File: config.mk
export PLATFORM = sky130hd
export DESIGN_NAME = rc4_decrypt
export DESIGN_NICKNAME = d
export VERILOG_FILES = /design/src/rc4_pkg.sv /design/src/sbox_mem.sv /design/src/sbox_swap.sv /design/src/sbox_init.sv /design/src/key_schedule.sv /design/src/message_decrypt.sv /design/src/rc4_decrypt.sv
export VERILOG_INCLUDE_DIRS = /design/src
export SDC_FILE = /design/constraint.sdc
export NUM_CORES = 2
export LEC_CHECK = 0
export BUFFER_PORTS_ARGS = -buffer_cell sky130_fd_sc_hd__buf_2
export CORE_ASPECT_RATIO = 2
export CORE_MARGIN = 2
export CORE_UTILIZATION = 55
export CTS_CLUSTER_DIAMETER = 30
export CTS_CLUSTER_SIZE = 8
export DETAILED_ROUTE_END_ITERATION = 10
export HOLD_SLACK_MARGIN = 0.1
export PLACE_DENSITY = 0.71
export SKIP_LAST_GASP = 1
export SYNTH_ARGS = -nofsm -noshare
export SYNTH_HDL_FRONTEND = slang
export SYNTH_SLANG_ARGS = --single-unit
File: constraint.sdc
create_clock -name clk -period 24.4 [get_ports clk]
set_clock_uncertainty 0.05 [all_clocks]
set_input_delay 0 -clock clk [delete_from_list [all_inputs] [get_ports clk]]
set_output_delay 0 -clock clk [all_outputs]
set_load 0.005 [all_outputs]
File: src/rc4_macros.svh
`ifndef RC4_MACROS_SVH
`define RC4_MACROS_SVH

// Datapath widths
`define RC4_DATA_W      8
`define RC4_SBOX_AW     8
`define RC4_MSG_AW      5

// Message and key sizes
`define RC4_MSG_LEN     32
`define RC4_KEY_W       24
`define RC4_KEY_BYTES   3

// Accepted plaintext characters, lower case letters and space
`define RC4_CHAR_MIN    97
`define RC4_CHAR_MAX    122
`define RC4_CHAR_SPACE  32

`endif

File: src/rc4_pkg.sv
`include "rc4_macros.svh"

package rc4_pkg;

    typedef logic [`RC4_DATA_W-1:0]  byte_t;
    typedef logic [`RC4_SBOX_AW-1:0] sbox_addr_t;
    typedef logic [`RC4_MSG_AW-1:0]  msg_addr_t;
    typedef logic [`RC4_KEY_W-1:0]   key_t;

    // One access on the S-box port
    typedef struct packed {
        logic       en;
        logic       we;     // 1 = write, 0 = read
        sbox_addr_t addr;
        byte_t      wdata;
    } sbox_req_t;

    typedef struct packed {
        logic       start;
        sbox_addr_t addr_i;
        sbox_addr_t addr_j;
    } swap_cmd_t;

    // si and sj are the values read before the exchange
    typedef struct packed {
        logic  done;
        byte_t si;
        byte_t sj;
    } swap_rsp_t;

    typedef struct packed {
        logic      valid;
        msg_addr_t addr;
        byte_t     data;
    } result_wr_t;

    typedef enum logic [1:0] {
        PH_IDLE,
        PH_INIT,
        PH_KEYSCHED,
        PH_DECRYPT
    } phase_t;

    typedef enum logic [2:0] {
        SW_IDLE,
        SW_RD_I,
        SW_RD_J,
        SW_CAP_J,
        SW_WR_I,
        SW_WR_J,
        SW_DONE
    } swap_state_t;

    typedef enum logic [2:0] {
        KS_IDLE,
        KS_READ,
        KS_ADD,
        KS_SWAP,
        KS_WAIT_SWAP,
        KS_DONE
    } ksa_state_t;

    typedef enum logic [3:0] {
        DC_IDLE,
        DC_READ_I,
        DC_ADD_J,
        DC_SWAP,
        DC_WAIT_SWAP,
        DC_READ_K,
        DC_WAIT_K,
        DC_WRITE,
        DC_DONE
    } dec_state_t;

endpackage

File: src/sbox_mem.sv
`timescale 1ns/10ps
`include "rc4_macros.svh"

module sbox_mem (
    input  logic              clk,
    input  rc4_pkg::sbox_req_t req,
    output rc4_pkg::byte_t    rdata
);

    rc4_pkg::byte_t mem [0:(1 << `RC4_SBOX_AW) - 1];

    // Single port, read data registered and held until the next read
    always_ff @(posedge clk) begin
        if (req.en) begin
            if (req.we) begin
                mem[req.addr] <= req.wdata;
            end else begin
                rdata <= mem[req.addr];
            end
        end
    end

endmodule

File: src/sbox_swap.sv
`timescale 1ns/10ps
`include "rc4_macros.svh"

module sbox_swap (
    input  logic               clk,
    input  logic               reset,
    input  rc4_pkg::swap_cmd_t cmd,
    input  rc4_pkg::byte_t     rdata,
    output rc4_pkg::sbox_req_t req,
    output logic               busy,
    output rc4_pkg::swap_rsp_t rsp
);

    rc4_pkg::swap_state_t state;
    rc4_pkg::sbox_addr_t  addr_i;
    rc4_pkg::sbox_addr_t  addr_j;
    rc4_pkg::byte_t       si_reg;
    rc4_pkg::byte_t       sj_reg;

    always_ff @(posedge clk or posedge reset) begin
        if (reset) begin
            state <= rc4_pkg::SW_IDLE;
        end else begin
            case (state)
                rc4_pkg::SW_IDLE: begin
                    if (cmd.start) begin
                        state <= rc4_pkg::SW_RD_I;
                    end
                end
                rc4_pkg::SW_RD_I:  state <= rc4_pkg::SW_RD_J;
                rc4_pkg::SW_RD_J:  state <= rc4_pkg::SW_CAP_J;    // s[i] arrives here
                rc4_pkg::SW_CAP_J: state <= rc4_pkg::SW_WR_I;     // s[j] arrives here
                rc4_pkg::SW_WR_I:  state <= rc4_pkg::SW_WR_J;
                rc4_pkg::SW_WR_J:  state <= rc4_pkg::SW_DONE;
                default:           state <= rc4_pkg::SW_IDLE;
            endcase
        end
    end

    // Addresses and captured values
    always_ff @(posedge clk) begin
        if (state == rc4_pkg::SW_IDLE && cmd.start) begin
            addr_i <= cmd.addr_i;
            addr_j <= cmd.addr_j;
        end
        if (state == rc4_pkg::SW_RD_J) begin
            si_reg <= rdata;
        end
        if (state == rc4_pkg::SW_CAP_J) begin
            sj_reg <= rdata;
        end
    end

    always_comb begin
        req = '0;
        case (state)
            rc4_pkg::SW_RD_I: begin
                req.en   = 1'b1;
                req.addr = addr_i;
            end
            rc4_pkg::SW_RD_J: begin
                req.en   = 1'b1;
                req.addr = addr_j;
            end
            rc4_pkg::SW_WR_I: begin    // Old s[j] into slot i
                req.en    = 1'b1;
                req.we    = 1'b1;
                req.addr  = addr_i;
                req.wdata = sj_reg;
            end
            rc4_pkg::SW_WR_J: begin
                req.en    = 1'b1;
                req.we    = 1'b1;
                req.addr  = addr_j;
                req.wdata = si_reg;
            end
            default: req = '0;
        endcase
    end

    assign busy     = (state != rc4_pkg::SW_IDLE);
    assign rsp.done = (state == rc4_pkg::SW_DONE);
    assign rsp.si   = si_reg;
    assign rsp.sj   = sj_reg;

endmodule

File: src/sbox_init.sv
`timescale 1ns/10ps
`include "rc4_macros.svh"

module sbox_init (
    input  logic               clk,
    input  logic               reset,
    input  logic               start,
    output rc4_pkg::sbox_req_t req,
    output logic               finished
);

    rc4_pkg::sbox_addr_t cnt;
    logic                active;

    always_ff @(posedge clk or posedge reset) begin
        if (reset) begin
            cnt      <= '0;
            active   <= 1'b0;
            finished <= 1'b0;
        end else begin
            finished <= 1'b0;
            if (active) begin
                cnt <= cnt + 1'b1;
                // Last address written, counter wraps back to zero
                if (cnt == {`RC4_SBOX_AW{1'b1}}) begin
                    active   <= 1'b0;
                    finished <= 1'b1;
                end
            end else if (start) begin
                cnt    <= '0;
                active <= 1'b1;
            end
        end
    end

    // Identity fill, s[x] = x
    assign req.en    = active;
    assign req.we    = active;
    assign req.addr  = cnt;
    assign req.wdata = cnt;

endmodule

File: src/key_schedule.sv
`timescale 1ns/10ps
`include "rc4_macros.svh"

module key_schedule (
    input  logic               clk,
    input  logic               reset,
    input  logic               start,
    input  rc4_pkg::key_t      secret_key,
    input  rc4_pkg::byte_t     rdata,
    input  rc4_pkg::swap_rsp_t swap,
    output rc4_pkg::sbox_req_t req,
    output rc4_pkg::swap_cmd_t swap_cmd,
    output logic               finished
);

    rc4_pkg::ksa_state_t state;
    rc4_pkg::sbox_addr_t i;
    rc4_pkg::sbox_addr_t j;
    logic [1:0]          kidx;      // i mod 3
    rc4_pkg::byte_t      key_byte;

    // Byte 0 sits in the top bits of the key
    assign key_byte = secret_key[(`RC4_KEY_BYTES - 1 - kidx) * `RC4_DATA_W +: `RC4_DATA_W];

    always_ff @(posedge clk or posedge reset) begin
        if (reset) begin
            state <= rc4_pkg::KS_IDLE;
            i     <= '0;
            j     <= '0;
            kidx  <= '0;
        end else begin
            case (state)
                rc4_pkg::KS_IDLE: begin
                    if (start) begin
                        i     <= '0;
                        j     <= '0;
                        kidx  <= '0;
                        state <= rc4_pkg::KS_READ;
                    end
                end
                rc4_pkg::KS_READ: state <= rc4_pkg::KS_ADD;
                rc4_pkg::KS_ADD: begin
                    j     <= j + rdata + key_byte;     // rdata holds s[i]
                    state <= rc4_pkg::KS_SWAP;
                end
                rc4_pkg::KS_SWAP: state <= rc4_pkg::KS_WAIT_SWAP;
                rc4_pkg::KS_WAIT_SWAP: begin
                    if (swap.done) begin
                        if (i == {`RC4_SBOX_AW{1'b1}}) begin
                            state <= rc4_pkg::KS_DONE;
                        end else begin
                            i     <= i + 1'b1;
                            kidx  <= (kidx == `RC4_KEY_BYTES - 1) ? 2'd0 : kidx + 2'd1;
                            state <= rc4_pkg::KS_READ;
                        end
                    end
                end
                default: state <= rc4_pkg::KS_IDLE;
            endcase
        end
    end

    assign req.en    = (state == rc4_pkg::KS_READ);
    assign req.we    = 1'b0;
    assign req.addr  = i;
    assign req.wdata = '0;

    assign swap_cmd.start  = (state == rc4_pkg::KS_SWAP);
    assign swap_cmd.addr_i = i;
    assign swap_cmd.addr_j = j;

    assign finished = (state == rc4_pkg::KS_DONE);

endmodule

File: src/message_decrypt.sv
`timescale 1ns/10ps
`include "rc4_macros.svh"

module message_decrypt (
    input  logic                clk,
    input  logic                reset,
    input  logic                start,
    input  rc4_pkg::byte_t      rdata,
    input  rc4_pkg::swap_rsp_t  swap,
    input  rc4_pkg::byte_t      rom_data,
    output rc4_pkg::sbox_req_t  req,
    output rc4_pkg::swap_cmd_t  swap_cmd,
    output rc4_pkg::msg_addr_t  rom_addr,
    output rc4_pkg::result_wr_t result,
    output logic                data_invalid,
    output logic                finished
);

    rc4_pkg::dec_state_t state;
    rc4_pkg::sbox_addr_t i;
    rc4_pkg::sbox_addr_t j;
    rc4_pkg::msg_addr_t  k;
    rc4_pkg::byte_t      plain;
    logic                bad_char;

    // Only a to z and space are accepted
    assign bad_char = (plain > `RC4_CHAR_MAX) ||
                      ((plain < `RC4_CHAR_MIN) && (plain != `RC4_CHAR_SPACE));

    always_ff @(posedge clk or posedge reset) begin
        if (reset) begin
            state        <= rc4_pkg::DC_IDLE;
            i            <= '0;
            j            <= '0;
            k            <= '0;
            data_invalid <= 1'b0;
        end else begin
            case (state)
                rc4_pkg::DC_IDLE: begin
                    if (start) begin
                        i            <= 8'd1;    // i starts at 0 and is bumped first
                        j            <= '0;
                        k            <= '0;
                        data_invalid <= 1'b0;
                        state        <= rc4_pkg::DC_READ_I;
                    end
                end
                rc4_pkg::DC_READ_I: state <= rc4_pkg::DC_ADD_J;
                rc4_pkg::DC_ADD_J: begin
                    j     <= j + rdata;
                    state <= rc4_pkg::DC_SWAP;
                end
                rc4_pkg::DC_SWAP: state <= rc4_pkg::DC_WAIT_SWAP;
                rc4_pkg::DC_WAIT_SWAP: begin
                    if (swap.done) begin
                        state <= rc4_pkg::DC_READ_K;
                    end
                end
                rc4_pkg::DC_READ_K: state <= rc4_pkg::DC_WAIT_K;
                rc4_pkg::DC_WAIT_K: state <= rc4_pkg::DC_WRITE;
                rc4_pkg::DC_WRITE: begin
                    data_invalid <= data_invalid | bad_char;
                    if (k == `RC4_MSG_LEN - 1) begin
                        state <= rc4_pkg::DC_DONE;
                    end else begin
                        k     <= k + 1'b1;
                        i     <= i + 1'b1;
                        state <= rc4_pkg::DC_READ_I;
                    end
                end
                default: state <= rc4_pkg::DC_IDLE;
            endcase
        end
    end

    // Keystream byte and ciphertext both valid in WAIT_K
    always_ff @(posedge clk) begin
        if (state == rc4_pkg::DC_WAIT_K) begin
            plain <= rom_data ^ rdata;
        end
    end

    // Old si + old sj equals new s[j] + new s[i]
    always_comb begin
        req = '0;
        if (state == rc4_pkg::DC_READ_I) begin
            req.en   = 1'b1;
            req.addr = i;
        end else if (state == rc4_pkg::DC_READ_K) begin
            req.en   = 1'b1;
            req.addr = swap.si + swap.sj;
        end
    end

    assign swap_cmd.start  = (state == rc4_pkg::DC_SWAP);
    assign swap_cmd.addr_i = i;
    assign swap_cmd.addr_j = j;

    assign rom_addr = k;    // Stable for many cycles before each use

    assign result.valid = (state == rc4_pkg::DC_WRITE);
    assign result.addr  = k;
    assign result.data  = plain;

    assign finished = (state == rc4_pkg::DC_DONE);

endmodule

File: src/rc4_decrypt.sv
`timescale 1ns/10ps
`include "rc4_macros.svh"

module rc4_decrypt (
    input  logic                clk,
    input  logic                reset,
    input  logic                start,
    input  rc4_pkg::key_t       secret_key,
    input  rc4_pkg::byte_t      rom_data,
    output rc4_pkg::msg_addr_t  rom_addr,
    output rc4_pkg::result_wr_t result,
    output logic                data_invalid,
    output logic                done
);

    rc4_pkg::phase_t    phase;
    logic               init_start, ks_start, dec_start;
    logic               init_finished, ks_finished, dec_finished;

    rc4_pkg::sbox_req_t mem_req, init_req, ks_req, dec_req, swap_req;
    rc4_pkg::byte_t     sbox_rdata;
    rc4_pkg::swap_cmd_t swap_cmd, ks_cmd, dec_cmd;
    rc4_pkg::swap_rsp_t swap_rsp;
    logic               swap_busy;

    // Phase sequencer, one start pulse per controller
    always_ff @(posedge clk or posedge reset) begin
        if (reset) begin
            phase      <= rc4_pkg::PH_IDLE;
            init_start <= 1'b0;
            ks_start   <= 1'b0;
            dec_start  <= 1'b0;
            done       <= 1'b0;
        end else begin
            init_start <= 1'b0;
            ks_start   <= 1'b0;
            dec_start  <= 1'b0;
            done       <= 1'b0;
            case (phase)
                rc4_pkg::PH_IDLE: begin
                    if (start) begin
                        phase      <= rc4_pkg::PH_INIT;
                        init_start <= 1'b1;
                    end
                end
                rc4_pkg::PH_INIT: begin
                    if (init_finished) begin
                        phase    <= rc4_pkg::PH_KEYSCHED;
                        ks_start <= 1'b1;
                    end
                end
                rc4_pkg::PH_KEYSCHED: begin
                    if (ks_finished) begin
                        phase     <= rc4_pkg::PH_DECRYPT;
                        dec_start <= 1'b1;
                    end
                end
                default: begin
                    if (dec_finished) begin
                        phase <= rc4_pkg::PH_IDLE;
                        done  <= 1'b1;
                    end
                end
            endcase
        end
    end

    // S-box port owner, the swap unit wins while busy
    always_comb begin
        if (swap_busy) begin
            mem_req = swap_req;
        end else begin
            case (phase)
                rc4_pkg::PH_INIT:     mem_req = init_req;
                rc4_pkg::PH_KEYSCHED: mem_req = ks_req;
                rc4_pkg::PH_DECRYPT:  mem_req = dec_req;
                default:              mem_req = '0;
            endcase
        end
    end

    assign swap_cmd = (phase == rc4_pkg::PH_DECRYPT) ? dec_cmd : ks_cmd;

    sbox_mem i_sbox_mem (
        .clk   (clk),
        .req   (mem_req),
        .rdata (sbox_rdata)
    );

    sbox_swap i_sbox_swap (
        .clk   (clk),
        .reset (reset),
        .cmd   (swap_cmd),
        .rdata (sbox_rdata),
        .req   (swap_req),
        .busy  (swap_busy),
        .rsp   (swap_rsp)
    );

    sbox_init i_sbox_init (
        .clk      (clk),
        .reset    (reset),
        .start    (init_start),
        .req      (init_req),
        .finished (init_finished)
    );

    key_schedule i_key_schedule (
        .clk        (clk),
        .reset      (reset),
        .start      (ks_start),
        .secret_key (secret_key),
        .rdata      (sbox_rdata),
        .swap       (swap_rsp),
        .req        (ks_req),
        .swap_cmd   (ks_cmd),
        .finished   (ks_finished)
    );

    message_decrypt i_message_decrypt (
        .clk          (clk),
        .reset        (reset),
        .start        (dec_start),
        .rdata        (sbox_rdata),
        .swap         (swap_rsp),
        .rom_data     (rom_data),
        .req          (dec_req),
        .swap_cmd     (dec_cmd),
        .rom_addr     (rom_addr),
        .result       (result),
        .data_invalid (data_invalid),
        .finished     (dec_finished)
    );

endmodule

# ---- Word-level counts from Yosys, hierarchy flattened
# Memories as Yosys holds them, arrays and structs flattened. A register that Yosys moved wholly into a read port is not among the register bits.
# Index checks and enable logic that the tools add are counted.
dict set report op_classes {
  magnitude_cmp 2
  mux 64
  n_reduce_logical 28
  n_bitwise 3
  n_addsub 10
  n_eq_ne 37
  shift 1
}
# op count
set op_table {}
lappend op_table {{$pmux 8 s2} 6}
lappend op_table {{$mux 8} 10}
lappend op_table {{$pmux 18 s3} 1}
lappend op_table {{$shiftx 24x33->8} 1}
lappend op_table {{$add 8x8->8} 4}
lappend op_table {{$pmux 4 s8} 1}
lappend op_table {{$add 8x1->8 const B} 3}
lappend op_table {{$mux 1} 21}
lappend op_table {{$mux 18} 1}
lappend op_table {{$pmux 3 s6} 1}
lappend op_table {{$mux 17} 1}
lappend op_table {{$eq 4x3->1 const B} 4}
lappend op_table {{$eq 8x8->1 const B} 2}
lappend op_table {{$mux 2} 8}
lappend op_table {{$eq 3x3->1 const B} 5}
lappend op_table {{$pmux 3 s5} 1}
lappend op_table {{$eq 3x2->1 const B} 4}
lappend op_table {{$mux 3} 4}
lappend op_table {{$mux 4} 3}
lappend op_table {{$ne 2x2->1 const B} 6}
lappend op_table {{$reduce_and 2->1} 6}
lappend op_table {{$mux 5} 2}
lappend op_table {{$pmux 5 s2} 1}
lappend op_table {{$reduce_bool 2->1} 5}
lappend op_table {{32 further kinds} 44}
dict set report totals {
  regBits 106
  out_inout_bits 21
  elab_cells 169
  ram_bits 2048
  input_bits 35
  memories 1
}
# memory words width rd rd_clocked_by_memory_dff wr line
set memory_table {}
lappend memory_table {i_sbox_mem.mem 256 8 1 1 1 sbox_mem.sv:10} ;# rc4_pkg::byte_t mem [0:(1 << `RC4_SBOX_AW) - 1];

# ---- Longest topological paths before layout
dict set report depth {
  ltp_word 8
  mapped_depth 19
}

# ---- Modules after synthesis
# From an unflattened synthesis, not the netlist that was laid out.
dict set report unflattened {
  cells_unflattened 4240
  hier_area_um2 85632.1
}
# mod cells_each instances seq_area_each_um2 area_per_inst_um2
set modules_own_cells {}
lappend modules_own_cells {sbox_mem 3526 1 61739.2 78376.4}
lappend modules_own_cells {message_decrypt 235 1 890.9 2317.2}
lappend modules_own_cells {key_schedule 196 1 525.5 1775.5}
lappend modules_own_cells {sbox_swap 112 1 1036.0 1634.1}
lappend modules_own_cells {rc4_decrypt 113 1 150.1 960.9}
lappend modules_own_cells {sbox_init 58 1 250.2 568.0}

# ---- Worst setup path after synthesis
# No wires, ideal clock.
dict set report synth_path {
  path_type {flip-flop to flip-flop}
  startpoint {register i_sbox_swap.state[2]}
  endpoint {memory i_sbox_mem.mem[0][0] in the netlist's numbering (data pin)}
  slack_ns 15.637
  setup_ns 1.390
  path_stages_with_launch 8
  arrival_time_ns 7.323
  cell_sequence {dfrtp_1 > buf_4 > clkbuf_1 > nor2_1 > and2_1 > clkbuf_1 > a22oi_1 > nor2_1}
}
# item line
set synth_lines {}
lappend synth_lines {{from (decl)} sbox_swap.sv:14} ;# rc4_pkg::swap_state_t state;
lappend synth_lines {{from (signal assigned)} sbox_swap.sv:22} ;# state <= rc4_pkg::SW_IDLE;
lappend synth_lines {{from (signal assigned)} sbox_swap.sv:27} ;# state <= rc4_pkg::SW_RD_I;
lappend synth_lines {{from (signal assigned)} sbox_swap.sv:30} ;# rc4_pkg::SW_RD_I: state <= rc4_pkg::SW_RD_J;
lappend synth_lines {{to (decl)} sbox_mem.sv:10}

# ---- Worst setup path in the final report
dict set report layout_path {
  startpoint {register phase[0]}
  endpoint {register i_sbox_mem.rdata[2] (read register of i_sbox_mem.mem) (data pin)}
}
dict set report layout_via {
  elab_chain_cells 5
}
# item line
set layout_lines {}
lappend layout_lines {{from (decl)} rc4_decrypt.sv:16} ;# rc4_pkg::phase_t phase;
lappend layout_lines {{from (signal assigned)} rc4_decrypt.sv:29} ;# phase <= rc4_pkg::PH_IDLE;
lappend layout_lines {{from (signal assigned)} rc4_decrypt.sv:42} ;# phase <= rc4_pkg::PH_INIT;
lappend layout_lines {{from (signal assigned)} rc4_decrypt.sv:48} ;# phase <= rc4_pkg::PH_KEYSCHED;
lappend layout_lines {{$eq 2x2->1 / $eq 2x1->1 (equally long branches)} rc4_decrypt.sv:73} ;# case (phase)
lappend layout_lines {{$pmux 18 s3 *} rc4_decrypt.sv:73}
lappend layout_lines {{$mux 18 *} rc4_decrypt.sv:70} ;# if (swap_busy) begin
lappend layout_lines {{$not 1->1 (no source line)} --}
lappend layout_lines {{$reduce_and 2->1 (no source line)} --}
lappend layout_lines {{to (decl)} sbox_mem.sv:7} ;# output rc4_pkg::byte_t rdata
# Mark *: on every way between the ends. The rest lies on a longest branch, timed or not.
# A chain may end at the register's enable or synchronous reset.

==> qor.yml <==
critical_path:
  crit_type: "flip-flop to flip-flop"
  crit_family: "buffers and inverters"
  r2r-end: "i_sbox_mem.rdata[2]"
  crit_path_end_kind: "flip-flop"
  slowest_delay_ps: 1170
  path_cells: "inv_1, ha_1, a22oi_1, o21ai_1, a221oi_4, buf_4, buf_12, buf_4, buf_4, mux2i_1, nor3_1, o41ai_1, nand4_1, o41ai_1, buf_4, nand4_1, or4_1"
  cp_num_buf_inv: 6
  required_ps: 24920
  reg2reg_slack_ps: 16930
  reg2reg_depth: 17
  slowest_stage: "o41ai_1"
  crit_top_cell: "buf_4"
  cp_max_fo: 143
  cp-start-kind: "flip-flop"
  cp.arrival_ps: 7980
  r2r_start: "phase[0]"
yosys:
  synth-main-ff-cell: "edfxtp_1"
  syn_inst: 6298
  muxShareOfSynthArea_pct: 5.31
  syn-num-nets: 6376
  syn_avg_cell_area_um2: 13.9
  yosysUniqueCellTypes: 84
  synth_fa_ha_area_share_pct: 0.699
  synth_simple_gate_area_share_pct: 11.9
  netlist_area_um2: 87700
  ys_warn_count: 0
  synth_area_leader_cell: "edfxtp_1"
  synth-seq-area-share_pct: 73.6
  synth_top_family_by_area: "simple AND/OR/NAND/NOR gates"
  synth_area_leaders: "edfxtp_1, nand2_1, mux2i_1, nand3_1, dfrtp_1"
  synthXorXnorAreaFrac_pct: 0.449
  synth_edf_count: 2096
  ys_ff_latch: 2162
  netlist.area_leader.share_pct: 71.8
  synth_compound_gate_area_share_pct: 5.83
  async_reset_ff_share_pct: 3.05
worst_hold_path:
  whs_endpoint: "i_key_schedule.j[1]"
  hp-class: "input pin to flip-flop"
  hp-start: "secret_key[17]"
  hold_depth: 8
sta:
  finalCriticalPeriod_ps: 7470
  fmax_mhz: 134
  whs_ps: 134
  maxSlewHeadroom_pct: 6.03
  setup_tns_ps: 0
  tightestPinTransition_ps: 1400
  post-route-period-util_pct: 30.6
  grt_setup_unrepaired: "no"
  finalSetupViolations: 0
  drv_slew: 0
  finalHoldViolCount: 0
clock_tree:
  clkSinkCount: 2162
  clock_path_buffers: 4
  ctsResizeCount: 0
  cts-root-buf: "clkbuf_16"
  htreeDepth: 5
  postCtsSetupBuffers: 0
  ctsHoldBuffers: 32
  clock_insertion_delay_worst_skew_ps: 840
  clk_pin_slew_ps: 50
  numCtsBuffers: 317
  cts_tree: "yes"
drt:
  totalWireLength_um: 255000
  drt-pass1-iter-count: 8
  post_drt_wl_per_cell_um: 29.7
  drc: 0
  route.vias.total: 55051
  ant_nets: 0
  dr.first_iter.drc_count: 6383
  drt-vias-per-instance: 6.42
place:
  hpwlAfterDp_um: 157000
  placed_cells: 8156
  gp_congestion: 0.938
  io_buffers: 55
final_layout:
  fillers: 11272
  area_growth_pct: 12.8
  drive_gt1_share_pct: 9.39
  largest_reg_flops: 2048
  final_cells: 8575
  top_register: "i_sbox_mem.mem"
  final_nets: 6495
  fin_util_pct: 62.3
die:
  start_util_pct: 55.2
  die_area_um2: 163000
  die_h_um: 569
  ios: 56
  core_um2: 159000
  placementRows: 207
  die-width_um: 286
job:
  drv_cap: 0
status:
  outcome: "completed"
power_and_ir_drop:
  ir_drop_mv: 0.0825
  p_leak_nw: 35.6
  power_density_nw_per_um2: 99.5
grt:
  grt_max_degree: 214
  overflow: 0
  grt_pass1_vias: 55158
  grt_pass1_wl_um: 367000
  antenna_found_initial: 7
  grt_usage_pct: 31.0
==> routing by layer <==
layer	up-vias	GRT usage, %	wire length (um)
li1	23707	-	-
met1	27223	33.0	80000
met2	3225	53.5	129000
met3	888	5.83	21600
met4	8	24.8	23800
met5	-	0	48
==> how the worst max path moves through the flow <==
stage	startpoint	endpoint	slack, ps	depth (start not counted)
4_1_cts	phase[0]	i_sbox_mem.rdata[2]	17050	17
3_5_place_dp	phase[0]	i_sbox_mem.rdata[2]	17080	17
3_3_place_gp	phase[0]	i_sbox_mem.rdata[2]	17080	17
5_1_grt	phase[0]	i_sbox_mem.rdata[2]	16760	17
6_report	phase[0]	i_sbox_mem.rdata[2]	16930	17
2_1_floorplan	i_sbox_swap.state[2]	i_sbox_mem.mem[0][0]	15640	7
==> cell families (layout without fill, tap and decap cells) <==
group | Yosys count | in the layout
buf+inv | 431 | 616
fa+ha+maj | 43 | 43
mux | 461 | 461
flops | 2162 | 2162
simple gates | 2408 | 2408
compound gates | 748 | 748
xor+xnor | 45 | 45
other cells | 0 | 2
==> layout make-up <==
class                      count  area (um^2)  share of cell area (%)
sequential                  2162        64600                    65.3
multi-input combinational   3705        21500                    21.7
clock buffer                 355         8210                    8.30
tap                         2090         2620                    2.64
timing repair buffer         204         1590                    1.60
clock inverter                30          308                   0.311
inverter                      27          101                   0.102
antenna                        2         5.00                 0.00506
==> cell usage after synthesis, drive strengths merged (25+ instances only) <==
cell / number
nor3: 56
o21ai: 81
and3: 102
inv: 26
o22ai: 119
a21oi: 198
a31oi: 40
a32oi: 62
a311oi: 47
clkbuf: 175
edfxtp: 2096
nand2: 1332
mux2i: 424
xor2: 27
nor4: 25
nor2: 350
nand3: 396
buf: 229
dfrtp: 66
mux2: 37
ha: 33
a22oi: 28
nand4: 80
==> report_power, final <==
part | switching [mW] | internal [mW] | leakage [nW] | total (mW)
Clock | 1.49 | 2.37 | 4.17 | 3.86
Combinational | 1.22 | 0.427 | 11.9 | 1.65
Sequential | 0.0327 | 4.31 | 19.6 | 4.34
Total | 2.74 | 7.11 | 35.6 | 9.84
==> worst register-to-register path: stages, from the launching register on <==
cell and delay (ps):
dfrtp_1 420, inv_1 90, ha_1 380, a22oi_1 200, o21ai_1 170, a221oi_4 240
buf_4 660, buf_12 660, buf_4 750, buf_4 700, mux2i_1 320, nor3_1 70
o41ai_1 380, nand4_1 190, o41ai_1 1170, buf_4 270, nand4_1 90, or4_1 420
==> metrics by stage <==
stage               cell area [um^2]  worst slack, ps  total power [mW]
floorplan                      87700            15640              5.45
global placement               90000            17080              5.97
detailed placement             90000            17080              6.00
CTS                            98900            17050              9.81
global route                   98900            16760              10.1
finish                         98900            16930              9.84
==> cell usage in the layout, fill, tap and decap left out, types with 14 or more instances in the layout <==
master / count
inv_1: 25
clkbuf_16: 323
a32o_1: 16
o21ai_0: 74
a31oi_1: 40
o41ai_1: 16
o22ai_1: 119
dlygate4sd3_1: 32
nor4_1: 22
nand2_1: 1324
a211oi_1: 16
clkbuf_1: 31
xor2_1: 27
ha_1: 33
inv_6: 14
xnor2_1: 18
nand4_1: 80
buf_2: 55
mux2i_1: 424
a21oi_1: 196
o221ai_1: 14
nor2_1: 337
nor3_1: 51
a311oi_1: 47
buf_4: 108
dfrtp_1: 66
a22oi_1: 28
mux2_2: 34
and3_1: 102
nand3_1: 396
edfxtp_1: 2096
a32oi_1: 62
No activity file was read; power rests on OpenSTA's default activity.
